### src/rtl/fp_alu_pkg.sv
// Shared definitions for the scalar arithmetic pipeline
// Opcodes, single-precision field layout, operand views and special values
`default_nettype none

package fp_alu_pkg;

	// Operation codes, NOP marks an idle slot
	typedef enum logic [5:0] {
		OP_NOP  = 6'h00,
		OP_IMUL = 6'h07,
		OP_FADD = 6'h20,
		OP_FSUB = 6'h21,
		OP_FMUL = 6'h22,
		OP_FGTR = 6'h2c,
		OP_FLT  = 6'h2d,
		OP_FGTE = 6'h2e,
		OP_FLTE = 6'h2f
	} alu_op_t;

	localparam int EXP_WIDTH = 8;
	localparam int SIG_WIDTH = 23;	// Stored fraction bits
	localparam int WORD_WIDTH = 32;
	localparam int EXP_BIAS = 127;

	// Zero carry bit, hidden bit, fraction, two guard bits
	localparam int ALIGN_WIDTH = 27;

	// Largest alignment shift, empties the significand
	localparam logic [4:0] ALIGN_SHIFT_MAX = 5'd26;

	typedef struct packed {
		logic sign;
		logic [EXP_WIDTH - 1:0] exponent;
		logic [SIG_WIDTH - 1:0] significand;
	} float_fields_t;

	// Float path reads fields, integer multiply reads the raw word
	typedef union packed {
		float_fields_t f;
		logic [WORD_WIDTH - 1:0] i;
	} operand_word_t;

	localparam logic [EXP_WIDTH - 1:0] EXP_SPECIAL = '1;	// Inf and NaN exponent
	localparam logic [WORD_WIDTH - 1:0] QNAN_WORD = '1;

	// Comparisons run through the adder as a subtraction
	function automatic logic is_compare_op(alu_op_t op);
		return op inside {OP_FGTR, OP_FLT, OP_FGTE, OP_FLTE};
	endfunction

endpackage

`default_nettype wire
### src/rtl/multi_cycle_scalar_alu.sv
// Four-stage scalar arithmetic pipeline
// Float add, subtract, multiply and compare plus integer multiply
// Three register stages, last stage combinational
`timescale 1ns/1ps
`default_nettype none

module multi_cycle_scalar_alu (
	input wire clk,
	input wire reset,
	input wire fp_alu_pkg::alu_op_t operation_i,
	input wire [31:0] operand1_i,
	input wire [31:0] operand2_i,
	output wire [31:0] result_o
);
	import fp_alu_pkg::*;

	// Stage 1 outputs
	alu_op_t s1_op;
	logic [ALIGN_WIDTH - 1:0] s1_sig_large;
	logic [ALIGN_WIDTH - 1:0] s1_sig_small;
	logic [EXP_WIDTH - 1:0] s1_exp_large;
	logic [4:0] s1_shift;
	logic s1_sign_large;
	logic s1_subtract;
	logic s1_result_negate;
	logic [31:0] s1_mul_a;
	logic [31:0] s1_mul_b;
	logic signed [EXP_WIDTH + 1:0] s1_mul_exp;
	logic s1_mul_sign;
	logic s1_is_nan;
	logic s1_is_inf;

	// Stage 2 outputs
	alu_op_t s2_op;
	logic [ALIGN_WIDTH - 1:0] s2_sig_large;
	logic [ALIGN_WIDTH - 1:0] s2_sig_small;
	logic [EXP_WIDTH - 1:0] s2_exp;
	logic s2_sign;
	logic s2_subtract;
	logic [31:0] s2_mul_a;
	logic [31:0] s2_mul_b;
	logic signed [EXP_WIDTH + 1:0] s2_mul_exp;
	logic s2_mul_sign;
	logic s2_is_nan;
	logic s2_is_inf;

	// Stage 3 outputs
	alu_op_t s3_op;
	logic [ALIGN_WIDTH:0] s3_sum;
	logic [EXP_WIDTH - 1:0] s3_sum_exp;
	logic s3_sum_sign;
	logic [63:0] s3_product;
	logic signed [EXP_WIDTH + 1:0] s3_mul_exp;
	logic s3_mul_sign;
	logic s3_is_nan;
	logic s3_is_inf;

	// Operand words enter as raw 32-bit buses
	fp_operand_unpack i_unpack (
		.operand1_i(operand1_i),
		.operand2_i(operand2_i),
		.*
	);

	fp_align_shift i_align (.*);

	fp_add_multiply i_add_mul (.*);

	fp_normalize_pack i_norm (.*);	// Combinational tail

endmodule

`default_nettype wire

### src/rtl/fp_normalize_pack.sv
// Stage 4 of the scalar arithmetic pipeline, purely combinational
// Normalizes the adder or multiplier result and packs the IEEE word
// Also produces the integer product and comparison bits
`timescale 1ns/1ps
`default_nettype none

module fp_normalize_pack (
	input wire fp_alu_pkg::alu_op_t s3_op,
	input wire [fp_alu_pkg::ALIGN_WIDTH:0] s3_sum,
	input wire [fp_alu_pkg::EXP_WIDTH - 1:0] s3_sum_exp,
	input wire s3_sum_sign,
	input wire [63:0] s3_product,
	input wire signed [fp_alu_pkg::EXP_WIDTH + 1:0] s3_mul_exp,
	input wire s3_mul_sign,
	input wire s3_is_nan,
	input wire s3_is_inf,
	output logic [fp_alu_pkg::WORD_WIDTH - 1:0] result_o
);
	import fp_alu_pkg::*;

	logic [47:0] norm_in;	// Candidate significand, either path
	logic signed [EXP_WIDTH + 2:0] base_exp;
	logic [5:0] lead_pos;
	logic [47:0] norm_shifted;
	logic signed [EXP_WIDTH + 2:0] final_exp;
	logic res_sign;
	logic [WORD_WIDTH - 1:0] float_word;
	logic diff_zero;
	logic diff_neg;
	logic compare_bit;

	// Path select and exponent of bit 0 of norm_in
	always_comb
	begin
		if (s3_op == OP_FMUL)
		begin
			norm_in = s3_product[47:0];	// 1.x lands on bit 46
			base_exp = (EXP_WIDTH + 3)'(s3_mul_exp) - 11'sd46;
			res_sign = s3_mul_sign;
		end
		else
		begin
			norm_in = {s3_sum, 20'd0};	// Hidden bit lands on bit 45
			base_exp = $signed({3'b000, s3_sum_exp}) - 11'sd45;
			res_sign = s3_sum_sign;
		end
	end

	// Leading one search, highest set bit wins
	always_comb
	begin
		lead_pos = '0;
		for (int b = 0; b < 48; b++)
		begin
			if (norm_in[b])
				lead_pos = 6'(b);
		end
	end

	assign norm_shifted = norm_in << (6'd47 - lead_pos);	// Leading one to bit 47
	assign final_exp = base_exp + $signed({5'b00000, lead_pos});

	always_comb
	begin
		if (s3_is_nan)
			float_word = QNAN_WORD;
		else if (s3_is_inf)
			float_word = {res_sign, EXP_SPECIAL, {SIG_WIDTH{1'b0}}};
		else if (norm_in == '0 || final_exp <= 0)
			float_word = '0;	// Zero or underflow flush
		else if (int'(final_exp) >= int'(EXP_SPECIAL))
			float_word = {res_sign, EXP_SPECIAL, {SIG_WIDTH{1'b0}}};	// Overflow
		else
			float_word = {res_sign, final_exp[EXP_WIDTH - 1:0], norm_shifted[46:24]};	// Truncated
	end

	// Sign and zero of op1 - op2
	assign diff_zero = s3_sum == '0 && !s3_is_inf;
	assign diff_neg = s3_sum_sign && !diff_zero;

	always_comb
	begin
		case (s3_op)
			OP_FGTR: compare_bit = !diff_zero && !diff_neg;
			OP_FLT: compare_bit = diff_neg;
			OP_FGTE: compare_bit = !diff_neg;
			OP_FLTE: compare_bit = diff_zero || diff_neg;
			default: compare_bit = 1'b0;
		endcase
		if (s3_is_nan)
			compare_bit = 1'b0;	// Unordered compares false
	end

	always_comb
	begin
		if (s3_op == OP_IMUL)
			result_o = s3_product[WORD_WIDTH - 1:0];	// Low word only
		else if (is_compare_op(s3_op))
			result_o = {{(WORD_WIDTH - 1){1'b0}}, compare_bit};
		else if (s3_op == OP_NOP)
			result_o = '0;
		else
			result_o = float_word;
	end

	// Opcode carried through three registers must still decode
	always_comb
	begin
		op_defined: assert ($isunknown(s3_op) || s3_op inside {OP_NOP, OP_IMUL, OP_FADD,
			OP_FSUB, OP_FMUL, OP_FGTR, OP_FLT, OP_FGTE, OP_FLTE})
			else $error("undefined opcode %0h in last stage", s3_op);
	end

endmodule

`default_nettype wire

### src/rtl/fp_add_multiply.sv
// Stage 3 of the scalar arithmetic pipeline
// Adds or subtracts aligned significands
// Forms one 32x32 product shared by integer and float multiply
`timescale 1ns/1ps
`default_nettype none

module fp_add_multiply (
	input wire clk,
	input wire reset,
	input wire fp_alu_pkg::alu_op_t s2_op,
	input wire [fp_alu_pkg::ALIGN_WIDTH - 1:0] s2_sig_large,
	input wire [fp_alu_pkg::ALIGN_WIDTH - 1:0] s2_sig_small,
	input wire [fp_alu_pkg::EXP_WIDTH - 1:0] s2_exp,
	input wire s2_sign,
	input wire s2_subtract,
	input wire [31:0] s2_mul_a,
	input wire [31:0] s2_mul_b,
	input wire signed [fp_alu_pkg::EXP_WIDTH + 1:0] s2_mul_exp,
	input wire s2_mul_sign,
	input wire s2_is_nan,
	input wire s2_is_inf,
	output fp_alu_pkg::alu_op_t s3_op,
	output logic [fp_alu_pkg::ALIGN_WIDTH:0] s3_sum,
	output logic [fp_alu_pkg::EXP_WIDTH - 1:0] s3_sum_exp,
	output logic s3_sum_sign,
	output logic [63:0] s3_product,
	output logic signed [fp_alu_pkg::EXP_WIDTH + 1:0] s3_mul_exp,
	output logic s3_mul_sign,
	output logic s3_is_nan,
	output logic s3_is_inf
);
	import fp_alu_pkg::*;

	logic [ALIGN_WIDTH:0] large_ext;
	logic [ALIGN_WIDTH:0] small_ext;
	logic [ALIGN_WIDTH:0] sum;

	assign large_ext = {1'b0, s2_sig_large};
	assign small_ext = {1'b0, s2_sig_small};

	// Ordered operands, so the difference is never negative
	assign sum = s2_subtract ? large_ext - small_ext : large_ext + small_ext;

	always_ff @(posedge clk or posedge reset)
	begin
		if (reset)
		begin
			s3_op <= OP_NOP;
			{s3_sum, s3_sum_exp, s3_sum_sign, s3_product, s3_mul_exp, s3_mul_sign,
				s3_is_nan, s3_is_inf} <= '0;
		end
		else
		begin
			s3_op <= s2_op;
			s3_sum <= sum;
			s3_sum_exp <= s2_exp;
			s3_sum_sign <= s2_sign;
			s3_product <= 64'(s2_mul_a) * 64'(s2_mul_b);	// Low word for IMUL, 48 bits for FMUL
			s3_mul_exp <= s2_mul_exp;
			s3_mul_sign <= s2_mul_sign;
			s3_is_nan <= s2_is_nan;
			s3_is_inf <= s2_is_inf;
		end
	end

	// Magnitude ordering from stage 1 must survive alignment
	ordered_subtract: assert property (@(posedge clk) disable iff (reset)
		s2_subtract |-> s2_sig_large >= s2_sig_small)
		else $error("adder operands out of order on subtract");

endmodule

`default_nettype wire

### src/rtl/fp_align_shift.sv
// Stage 2 of the scalar arithmetic pipeline
// Aligns the smaller adder significand to the larger exponent
`timescale 1ns/1ps
`default_nettype none

module fp_align_shift (
	input wire clk,
	input wire reset,
	input wire fp_alu_pkg::alu_op_t s1_op,
	input wire [fp_alu_pkg::ALIGN_WIDTH - 1:0] s1_sig_large,
	input wire [fp_alu_pkg::ALIGN_WIDTH - 1:0] s1_sig_small,
	input wire [fp_alu_pkg::EXP_WIDTH - 1:0] s1_exp_large,
	input wire [4:0] s1_shift,
	input wire s1_sign_large,
	input wire s1_subtract,
	input wire s1_result_negate,
	input wire [31:0] s1_mul_a,
	input wire [31:0] s1_mul_b,
	input wire signed [fp_alu_pkg::EXP_WIDTH + 1:0] s1_mul_exp,
	input wire s1_mul_sign,
	input wire s1_is_nan,
	input wire s1_is_inf,
	output fp_alu_pkg::alu_op_t s2_op,
	output logic [fp_alu_pkg::ALIGN_WIDTH - 1:0] s2_sig_large,
	output logic [fp_alu_pkg::ALIGN_WIDTH - 1:0] s2_sig_small,
	output logic [fp_alu_pkg::EXP_WIDTH - 1:0] s2_exp,
	output logic s2_sign,
	output logic s2_subtract,
	output logic [31:0] s2_mul_a,
	output logic [31:0] s2_mul_b,
	output logic signed [fp_alu_pkg::EXP_WIDTH + 1:0] s2_mul_exp,
	output logic s2_mul_sign,
	output logic s2_is_nan,
	output logic s2_is_inf
);
	import fp_alu_pkg::*;

	always_ff @(posedge clk or posedge reset)
	begin
		if (reset)
		begin
			s2_op <= OP_NOP;
			{s2_sig_large, s2_sig_small, s2_exp, s2_sign, s2_subtract, s2_mul_a, s2_mul_b,
				s2_mul_exp, s2_mul_sign, s2_is_nan, s2_is_inf} <= '0;
		end
		else
		begin
			s2_op <= s1_op;
			s2_sig_large <= s1_sig_large;
			s2_sig_small <= s1_sig_small >> s1_shift;	// Guard bits catch the first shifted-out bits
			s2_exp <= s1_exp_large;
			s2_sign <= s1_sign_large ^ s1_result_negate;	// Effective sign of the result
			s2_subtract <= s1_subtract;
			s2_mul_a <= s1_mul_a;	// Multiplier inputs ride along
			s2_mul_b <= s1_mul_b;
			s2_mul_exp <= s1_mul_exp;
			s2_mul_sign <= s1_mul_sign;
			s2_is_nan <= s1_is_nan;
			s2_is_inf <= s1_is_inf;
		end
	end

	// Stage 1 saturates so a distant operand shifts out to zero
	shift_in_range: assert property (@(posedge clk) disable iff (reset)
		s1_shift <= ALIGN_SHIFT_MAX)
		else $error("alignment shift %0d exceeds saturation limit", s1_shift);

endmodule

`default_nettype wire

### src/rtl/fp_operand_unpack.sv
// Stage 1 of the scalar arithmetic pipeline
// Unpacks operands, flushes denormals and flags NaN or infinity
// Orders adder operands by magnitude and prepares multiplier inputs
`timescale 1ns/1ps
`default_nettype none

module fp_operand_unpack (
	input wire clk,
	input wire reset,
	input wire fp_alu_pkg::alu_op_t operation_i,
	input wire fp_alu_pkg::operand_word_t operand1_i,
	input wire fp_alu_pkg::operand_word_t operand2_i,
	output fp_alu_pkg::alu_op_t s1_op,
	output logic [fp_alu_pkg::ALIGN_WIDTH - 1:0] s1_sig_large,
	output logic [fp_alu_pkg::ALIGN_WIDTH - 1:0] s1_sig_small,
	output logic [fp_alu_pkg::EXP_WIDTH - 1:0] s1_exp_large,
	output logic [4:0] s1_shift,
	output logic s1_sign_large,
	output logic s1_subtract,
	output logic s1_result_negate,
	output logic [31:0] s1_mul_a,
	output logic [31:0] s1_mul_b,
	output logic signed [fp_alu_pkg::EXP_WIDTH + 1:0] s1_mul_exp,
	output logic s1_mul_sign,
	output logic s1_is_nan,
	output logic s1_is_inf
);
	import fp_alu_pkg::*;

	logic [EXP_WIDTH - 1:0] exp1;
	logic [EXP_WIDTH - 1:0] exp2;
	logic [SIG_WIDTH:0] mant1;	// Hidden bit plus fraction
	logic [SIG_WIDTH:0] mant2;
	logic [ALIGN_WIDTH - 1:0] sig1;
	logic [ALIGN_WIDTH - 1:0] sig2;
	logic nan1;
	logic nan2;
	logic inf1;
	logic inf2;
	logic subtract_op;
	logic add_like;
	logic eff_sign2;
	logic swap;
	logic [EXP_WIDTH - 1:0] exp_diff;
	logic [4:0] shift_sat;
	logic signed [EXP_WIDTH + 1:0] mul_exp;
	logic add_nan;
	logic mul_nan;

	assign exp1 = operand1_i.f.exponent;
	assign exp2 = operand2_i.f.exponent;
	assign mant1 = (exp1 == '0) ? '0 : {1'b1, operand1_i.f.significand};	// Denormal flush
	assign mant2 = (exp2 == '0) ? '0 : {1'b1, operand2_i.f.significand};
	assign sig1 = {1'b0, mant1, 2'b00};
	assign sig2 = {1'b0, mant2, 2'b00};
	assign nan1 = exp1 == EXP_SPECIAL && operand1_i.f.significand != '0;
	assign nan2 = exp2 == EXP_SPECIAL && operand2_i.f.significand != '0;
	assign inf1 = exp1 == EXP_SPECIAL && operand1_i.f.significand == '0;
	assign inf2 = exp2 == EXP_SPECIAL && operand2_i.f.significand == '0;

	assign subtract_op = operation_i == OP_FSUB || is_compare_op(operation_i);
	assign add_like = operation_i == OP_FADD || subtract_op;
	assign eff_sign2 = operand2_i.f.sign ^ subtract_op;	// Subtract is add of negated op2

	// Magnitude order decides which significand gets aligned
	assign swap = {exp2, sig2} > {exp1, sig1};
	assign exp_diff = swap ? exp2 - exp1 : exp1 - exp2;
	assign shift_sat = (exp_diff > 8'(ALIGN_SHIFT_MAX)) ? ALIGN_SHIFT_MAX : exp_diff[4:0];

	assign add_nan = nan1 | nan2 | (inf1 & inf2 & (operand1_i.f.sign ^ eff_sign2));	// Inf - inf
	assign mul_nan = nan1 | nan2 | (inf1 & exp2 == '0) | (inf2 & exp1 == '0);	// Zero * inf
	assign mul_exp = $signed({2'b00, exp1}) + $signed({2'b00, exp2})
		- (EXP_WIDTH + 2)'(EXP_BIAS);

	always_ff @(posedge clk or posedge reset)
	begin
		if (reset)
		begin
			s1_op <= OP_NOP;
			{s1_sig_large, s1_sig_small, s1_exp_large, s1_shift, s1_sign_large, s1_subtract,
				s1_result_negate, s1_mul_a, s1_mul_b, s1_mul_exp, s1_mul_sign,
				s1_is_nan, s1_is_inf} <= '0;
		end
		else
		begin
			s1_op <= operation_i;
			s1_sig_large <= swap ? sig2 : sig1;
			s1_sig_small <= swap ? sig1 : sig2;
			s1_exp_large <= swap ? exp2 : exp1;
			s1_shift <= shift_sat;
			s1_sign_large <= swap ? operand2_i.f.sign : operand1_i.f.sign;	// Raw sign
			s1_result_negate <= swap & subtract_op;	// Op2 won, its sign was flipped
			s1_subtract <= operand1_i.f.sign ^ eff_sign2;
			s1_mul_a <= (operation_i == OP_IMUL) ? operand1_i.i : {8'h00, mant1};
			s1_mul_b <= (operation_i == OP_IMUL) ? operand2_i.i : {8'h00, mant2};
			s1_mul_exp <= mul_exp;
			s1_mul_sign <= operand1_i.f.sign ^ operand2_i.f.sign;
			s1_is_nan <= add_like ? add_nan : (operation_i == OP_FMUL) & mul_nan;
			s1_is_inf <= (add_like || operation_i == OP_FMUL) & (inf1 | inf2);
		end
	end

	// Opcode is the only strobe, so it must always be driven
	op_known: assert property (@(posedge clk) disable iff (reset) !$isunknown(operation_i))
		else $error("operation_i is unknown after reset");

endmodule

`default_nettype wire

### config.mk
export PLATFORM = sky130hd
export DESIGN_NAME = multi_cycle_scalar_alu
export DESIGN_NICKNAME = d
export VERILOG_FILES = /design/src/rtl/fp_alu_pkg.sv /design/src/rtl/multi_cycle_scalar_alu.sv /design/src/rtl/fp_normalize_pack.sv /design/src/rtl/fp_add_multiply.sv /design/src/rtl/fp_align_shift.sv /design/src/rtl/fp_operand_unpack.sv
export SDC_FILE = /design/constraint.sdc
export NUM_CORES = 2
export LEC_CHECK = 0
export BUFFER_PORTS_ARGS = -buffer_cell sky130_fd_sc_hd__buf_2
export CORE_MARGIN = 2
export CORE_UTILIZATION = 65
export DETAILED_ROUTE_END_ITERATION = 10
export GPL_TIMING_DRIVEN = 1
export PLACE_DENSITY = 0.82
export SLEW_MARGIN = 5
export SYNTH_ARGS = -nofsm -noshare
export SYNTH_HDL_FRONTEND = slang
export SYNTH_HIERARCHICAL = 1
export SYNTH_SLANG_ARGS = --single-unit
### constraint.sdc
create_clock -name clk -period 10.8 [get_ports clk]
set_input_delay 1.08 -clock clk [delete_from_list [all_inputs] [get_ports clk]]
set_output_delay 1.08 -clock clk [all_outputs]
set_load 0.02 [all_outputs]
* After elaboration in Yosys (flattened, before gate mapping)
Index checks and enable logic that the tools add are counted.
** Word-level totals
- Register bits :: 404
- Bits of input ports :: 72
- Logic and storage cells :: 181
** Operators by class
- $add $sub $neg :: 10
- Multipliers :: 1
- $lt $le $gt $ge :: 4
- Equality and inequality tests :: 16
- Shift-type cells :: 2
- Multiplexer cells :: 71
- Bitwise logic cells :: 16
- Reduce and logical (&&, ||, !) cells :: 26
** Operators by type and width (number)
- 2-to-1 mux 32 bit :: 8
- 2-to-1 mux 6 bit :: 16
- 2-to-1 mux 5 bit :: 17
- equality test 6 bit, second input constant :: 12
- 2-to-1 mux 26 bit :: 2
- logical NOT 48 bit :: 1
- multiplier 32 x 32 -> 48 bit :: 1
- 2-to-1 mux 24 bit :: 2
- 2-to-1 mux 48 bit :: 1
- left shift 48 x 6 -> 47 bit :: 1
- logical NOT 23 bit :: 2
- nonzero test 23 bit :: 2
- > comparator 35 bit :: 1
- 2-to-1 mux 4 bit :: 8
- 2-to-1 mux 31 bit :: 1
- adder 27 x 27 -> 28 bit :: 1
- logical NOT 28 bit :: 1
- 2-to-1 mux 28 bit :: 1
- subtractor 27 x 27 -> 28 bit :: 1
- >> shifter 27 x 5 -> 27 bit :: 1
- equality test 8 bit, second input constant :: 2
- logical NOT 8 bit :: 2
- 2-to-1 mux 8 bit :: 2
- subtractor 8 bit :: 2
- other kinds (23) :: 58

* Logic depth before layout (Yosys ltp)
- Depth after elaboration :: 58
- Depth in mapped cells :: 29

* Hierarchy
Netlist, hierarchy kept.
** By module, submodules not included
- fp_add_multiply :: instances 1, cells an instance 4128, area each 38573.2 sq um
- fp_operand_unpack :: instances 1, cells an instance 702, area each 7029.2 sq um
- fp_normalize_pack :: instances 1, cells an instance 855, area each 5445.2 sq um
- fp_align_shift :: instances 1, cells an instance 289, area each 5124.9 sq um

* Worst setup path before layout
OpenSTA, ideal clock, no wires.
- Path type :: register -> register
- From :: register i_align.s2_mul_a[16]
- To :: register, netlist name i_add_mul/s3_product[62]
- Arrival time :: 7.022 ns
- Required time :: 10.663 ns
- Path slack :: 3.640 ns
- Stages on the path, launching flop included :: 29
- Path buffers :: 2
- Clock period less this slack :: 7.160 ns
- Cells stage by stage :: dfrtp_1 clkbuf_1 nand2_1 fa_1 inv_1 fa_1 inv_1 fa_1 inv_1 fa_1 inv_1 fa_1 inv_1 fa_1 inv_1 fa_1 fa_1 inv_1 ha_1 buf_2 a21oi_1 nand2_1 a311oi_1 a211oi_2 a21oi_4 o21ai_2 a31o_2 a2111oi_0 nor3_1
** RTL lines
- start, declared :: RTL line fp_align_shift.sv:29 : output logic [31:0] s2_mul_a,
- start signal, assigned :: RTL line fp_align_shift.sv:54 : s2_mul_a <= s1_mul_a;

* Worst setup path in the final report
- From :: register i_add_mul.s3_op[0]
- To :: output port result_o[12]
** Between the ends
- Longest elaborated chain between the ends :: 58
- Elaborated cells between the ends (all ways) :: 71
- Those cells by class :: 2 x add/sub; 2 x order compare; 6 x eq/ne; 1 x shift; 56 x mux; 4 x reduce/logical
** RTL lines
- start, declared :: RTL line fp_add_multiply.sv:22 : output fp_alu_pkg::alu_op_t s3_op,
- start signal, assigned :: RTL line fp_add_multiply.sv:54 : s3_op <= s2_op;
- equality test 6 bit :: RTL line fp_normalize_pack.sv:35 : if (s3_op == OP_FMUL)
- 2-to-1 mux 48 bit :: RTL line fp_normalize_pack.sv:35
- 2-to-1 mux 1 bit :: RTL line fp_normalize_pack.sv:55 : if (norm_in[b])
- 2-to-1 mux 2 bit (2 in a row) :: RTL line fp_normalize_pack.sv:55
- 2-to-1 mux 3 bit (4 in a row) :: RTL line fp_normalize_pack.sv:55
- 2-to-1 mux 4 bit (8 in a row) :: RTL line fp_normalize_pack.sv:55
- 2-to-1 mux 5 bit (16 in a row) :: RTL line fp_normalize_pack.sv:55
- 2-to-1 mux 6 bit (16 in a row) :: RTL line fp_normalize_pack.sv:55
- adder 11 x 7 -> 11 bit or subtractor 6 bit (tied branches) :: RTL line fp_normalize_pack.sv:61, fp_normalize_pack.sv:60
- greater-or-equal comparator 11 x 9 -> 1 bit, or another cell as far along :: RTL line fp_normalize_pack.sv:71 : else if (int'(final_exp) >= int'(EXP_SPECIAL))
- 2-to-1 mux 31 bit or logical OR 1 bit (tied branches) :: RTL line fp_normalize_pack.sv:71, fp_normalize_pack.sv:69
- 2-to-1 mux 32 bit :: RTL line fp_normalize_pack.sv:69 : else if (norm_in == '0 || final_exp <= 0)
- 2-to-1 mux 32 bit :: RTL line fp_normalize_pack.sv:67 : else if (s3_is_inf)
- 2-to-1 mux 32 bit :: RTL line fp_normalize_pack.sv:65 : if (s3_is_nan)
- 2-to-1 mux 32 bit :: RTL line fp_normalize_pack.sv:100 : else if (s3_op == OP_NOP)
- 2-to-1 mux 32 bit :: RTL line fp_normalize_pack.sv:98 : else if (is_compare_op(s3_op))
- 2-to-1 mux 32 bit (*) :: RTL line fp_normalize_pack.sv:96 : if (s3_op == OP_IMUL)
- end, declared :: RTL line multi_cycle_scalar_alu.sv:13 : output wire [31:0] result_o
Every way passes the cells marked *; elsewhere a longest branch is shown, timed or not.

==> qor.json <==
{
  "clock_network": {
    "postCtsResizedCells": 0,
    "cts_sinks": 398,
    "post-cts-setup-buffers": 0,
    "cts_tree": "yes",
    "clockBufferDepth": 3,
    "cts_buffers": 38,
    "cts_hold_buf": 0,
    "clock_transition_at_the_registers_of_the_reported_paths_ps": 70,
    "cts-htree-levels": 2,
    "insertion_delay_ps": 550,
    "ctsRootBufferMaster": "sky130_fd_sc_hd__clkbuf_16"
  },
  "final_layout": {
    "drive_above_1_share_pct": 6.25,
    "fillCellCount": 5948,
    "final_nets": 6431,
    "flow.area_growth_from_synthesis_pct": 4.50
  },
  "timing": {
    "min_period_over_period_pct": 84.8,
    "max_slew.worst_pin.slew_ps": 1220,
    "grt_setup_unrepaired": "false",
    "worst_clock_skew_ps": 18.4,
    "finalHoldViolCount": 0,
    "maxClockFrequency_mhz": 109,
    "timing.final.max_slew_violations": 0,
    "slew_headroom_pct": 18.7,
    "report.final.setup_viol": 0,
    "finalSetupTns_ps": 0,
    "period_minus_slack_ps": 9160
  },
  "grt": {
    "grt_pass1_wl_mm": 235,
    "antenna_violations_before_repair": 14,
    "grt_overflow": 0,
    "global_routing_usage_summed_across_all_routing_layers_pct": 38.0,
    "first_global_vias": 41300,
    "grt_start_max_net_pins": 91
  },
  "drt": {
    "drt-total-wl_mm": 149,
    "route.vias.total": 39300,
    "routed_wire_length_per_instance_um": 23.5,
    "postRouteAntennaNets": 0,
    "highest_layer": "met5",
    "detail_route.drc_violations": 0,
    "drt-pass1-iter-count": 5,
    "iteration_0_drc_markers": 3558,
    "wl_met2_mm": 67.5,
    "drt-vias-per-instance": 6.17,
    "wl_met1_mm": 58.4,
    "met3WireLength_mm": 14.5
  },
  "critical_path": {
    "worst_path_largest_cell_delay_ps": 710,
    "startpoint": "i_add_mul/s3_op[0]$_DFF_PP0_",
    "data_arrival_time_at_the_worst_slack_endpoint_ps": 8080,
    "regToRegStartpoint": "i_align/s2_mul_a[10]$_DFF_PP0_",
    "path_cells": "nor2_1 > nand2_2 > buf_4 > o31ai_1 > o221ai_1 > o31ai_4 > buf_4 > inv_2 > ha_1 > fa_1 > a211oi_1 > o21bai_1 > a21oi_1 > nor3_1 > a21o_1 > a32oi_1 > nand4_1 > nor2_1 > o221ai_1 > a311oi_1 > a211o_1 > buf_2",
    "critPathBufInv": 4,
    "setup.worst_path.end_class": "output pin",
    "cp_top_family": "compound AO/OA/AOI/OAI gates",
    "worst_path_cell_with_the_longest_stage_delay": "sky130_fd_sc_hd__nor2_1",
    "critPathLaunchType": "flip-flop",
    "worstPathMaxFanout": 38,
    "setup.worst_path.class": "reg2out",
    "worst_ep_required_time_ps": 9720
  },
  "hold_path": {
    "worst_hold_path_type": "reg2reg",
    "start_point_of_the_worst_hold_path": "i_unpack/s1_mul_a[4]$_DFF_PP0_"
  },
  "placement": {
    "detailed_place_hpwl_mm": 115,
    "io_buffers": 103,
    "place_congestion": 1.02
  },
  "synthesis": {
    "synth.cell_area_mm2": 0.0507,
    "syn-instance-count": 5393,
    "synth_area_per_cell_um2": 9.40,
    "synth_warnings": 6
  },
  "flow_run": {
    "timing.max_cap.violations": 0
  },
  "floorplanning": {
    "die_height_um": 283,
    "floorplan.core_area_mm2": 0.0773,
    "floorplan.initialDensity_pct": 65.5,
    "chipWidth_um": 283,
    "placement_rows": 102,
    "design.portCount": 104,
    "die-area_mm2": 0.0802
  },
  "run_status": {
    "outcome": "completed"
  }
}
==> per-stage QoR <==
stage	utilization, %	instance area (um2)	hold slack [ps]	instances	setup slack, ps
finish	68.5	53000	335	6363	1640
global route	68.5	53000	349	6360	1240
CTS	68.4	52900	340	6352	1830
detailed placement	66.9	51700	335	6290	2420
global placement	66.9	51700	332	6290	2680
floorplan	-	50700	331	5398	3810
==> per-layer routing <==
| metal | track usage, % | vias up |
|---|---|---|
| li1 | - | 16800 |
| met1 | 51.9 | 19700 |
| met2 | 58.4 | 2209 |
| met3 | 7.17 | 483 |
| met4 | 19.5 | 2 |
| met5 | 0 | - |
==> layout by cell type, fill, tap and decap left out, types with 52 or more instances in the layout <==
cell type                   n
sky130_fd_sc_hd__dfrtp_1  396
sky130_fd_sc_hd__mux2i_1   99
sky130_fd_sc_hd__buf_4     69
sky130_fd_sc_hd__inv_1    879
sky130_fd_sc_hd__o21ai_0   99
sky130_fd_sc_hd__and2_1   584
sky130_fd_sc_hd__buf_2    103
sky130_fd_sc_hd__nor2b_1   66
sky130_fd_sc_hd__fa_1     799
sky130_fd_sc_hd__a21oi_1  201
sky130_fd_sc_hd__nand2_1  576
sky130_fd_sc_hd__nand3_1   70
sky130_fd_sc_hd__ha_1     270
sky130_fd_sc_hd__nor2_1   179
sky130_fd_sc_hd__xnor2_1   88
sky130_fd_sc_hd__o21ai_1   76
sky130_fd_sc_hd__nor3_1    52
==> worst reg2reg max path, stage by stage (launching register included) <==
cell and delay, ps:
sky130_fd_sc_hd__dfrtp_1 950, sky130_fd_sc_hd__buf_4 380, sky130_fd_sc_hd__nand2_1 120, sky130_fd_sc_hd__fa_1 560
sky130_fd_sc_hd__inv_1 50, sky130_fd_sc_hd__fa_1 500, sky130_fd_sc_hd__inv_1 50, sky130_fd_sc_hd__fa_1 470
sky130_fd_sc_hd__inv_1 50, sky130_fd_sc_hd__fa_1 490, sky130_fd_sc_hd__inv_1 60, sky130_fd_sc_hd__fa_1 530
sky130_fd_sc_hd__inv_1 50, sky130_fd_sc_hd__fa_1 350, sky130_fd_sc_hd__inv_1 80, sky130_fd_sc_hd__fa_1 430
sky130_fd_sc_hd__fa_1 500, sky130_fd_sc_hd__inv_1 60, sky130_fd_sc_hd__ha_1 380, sky130_fd_sc_hd__a21oi_1 310
sky130_fd_sc_hd__nand2_1 110, sky130_fd_sc_hd__a311oi_1 290, sky130_fd_sc_hd__a211oi_2 100, sky130_fd_sc_hd__a21oi_4 260
sky130_fd_sc_hd__o311ai_2 190, sky130_fd_sc_hd__a21boi_1 400, sky130_fd_sc_hd__nor4_1 100, sky130_fd_sc_hd__a211oi_1 260
==> worst paths after layout <==
kind	to	slack, ps	cells past startpoint
min in group asynchronous	i_unpack/s1_sig_large[4]$_DFF_PP0_	600	2
worst min-delay path	i_align/s2_mul_a[4]$_DFF_PP0_	330	0
max in group asynchronous	i_unpack/s1_mul_a[23]$_DFF_PP0_	8530	4
worst min register to register	i_align/s2_mul_a[4]$_DFF_PP0_	330	0
worst max register to register	i_add_mul/s3_product[44]$_DFF_PP0_	2610	27
worst max-delay path	result_o[12]	1640	22
==> cell type report <==
cell class / instances / area (um2) / area share [%]
multi-input cells: 3793 / 36100 / 68.1
flip-flops and latches: 398 / 9960 / 18.8
inverters: 887 / 3340 / 6.31
well taps: 1040 / 1300 / 2.46
repair buffers: 172 / 1030 / 1.95
clock buffers: 46 / 1030 / 1.95
clock inverters: 16 / 178 / 0.335
diodes: 11 / 27.5 / 0.0520
==> state kept, by name, indices dropped and copies added, names as in the netlist, 24 cells and up <==
name / flops
i_add_mul/s3_product: 48
i_add_mul/s3_sum: 28
i_align/s2_mul_a: 32
i_align/s2_mul_b: 32
i_align/s2_sig_large: 27
i_align/s2_sig_small: 27
i_unpack/s1_mul_a: 32
i_unpack/s1_mul_b: 32
i_unpack/s1_sig_large: 24
i_unpack/s1_sig_small: 24
Power is not shown: default switching activity piles up to over one toggle a cycle in this logic, so the estimate is an artifact.
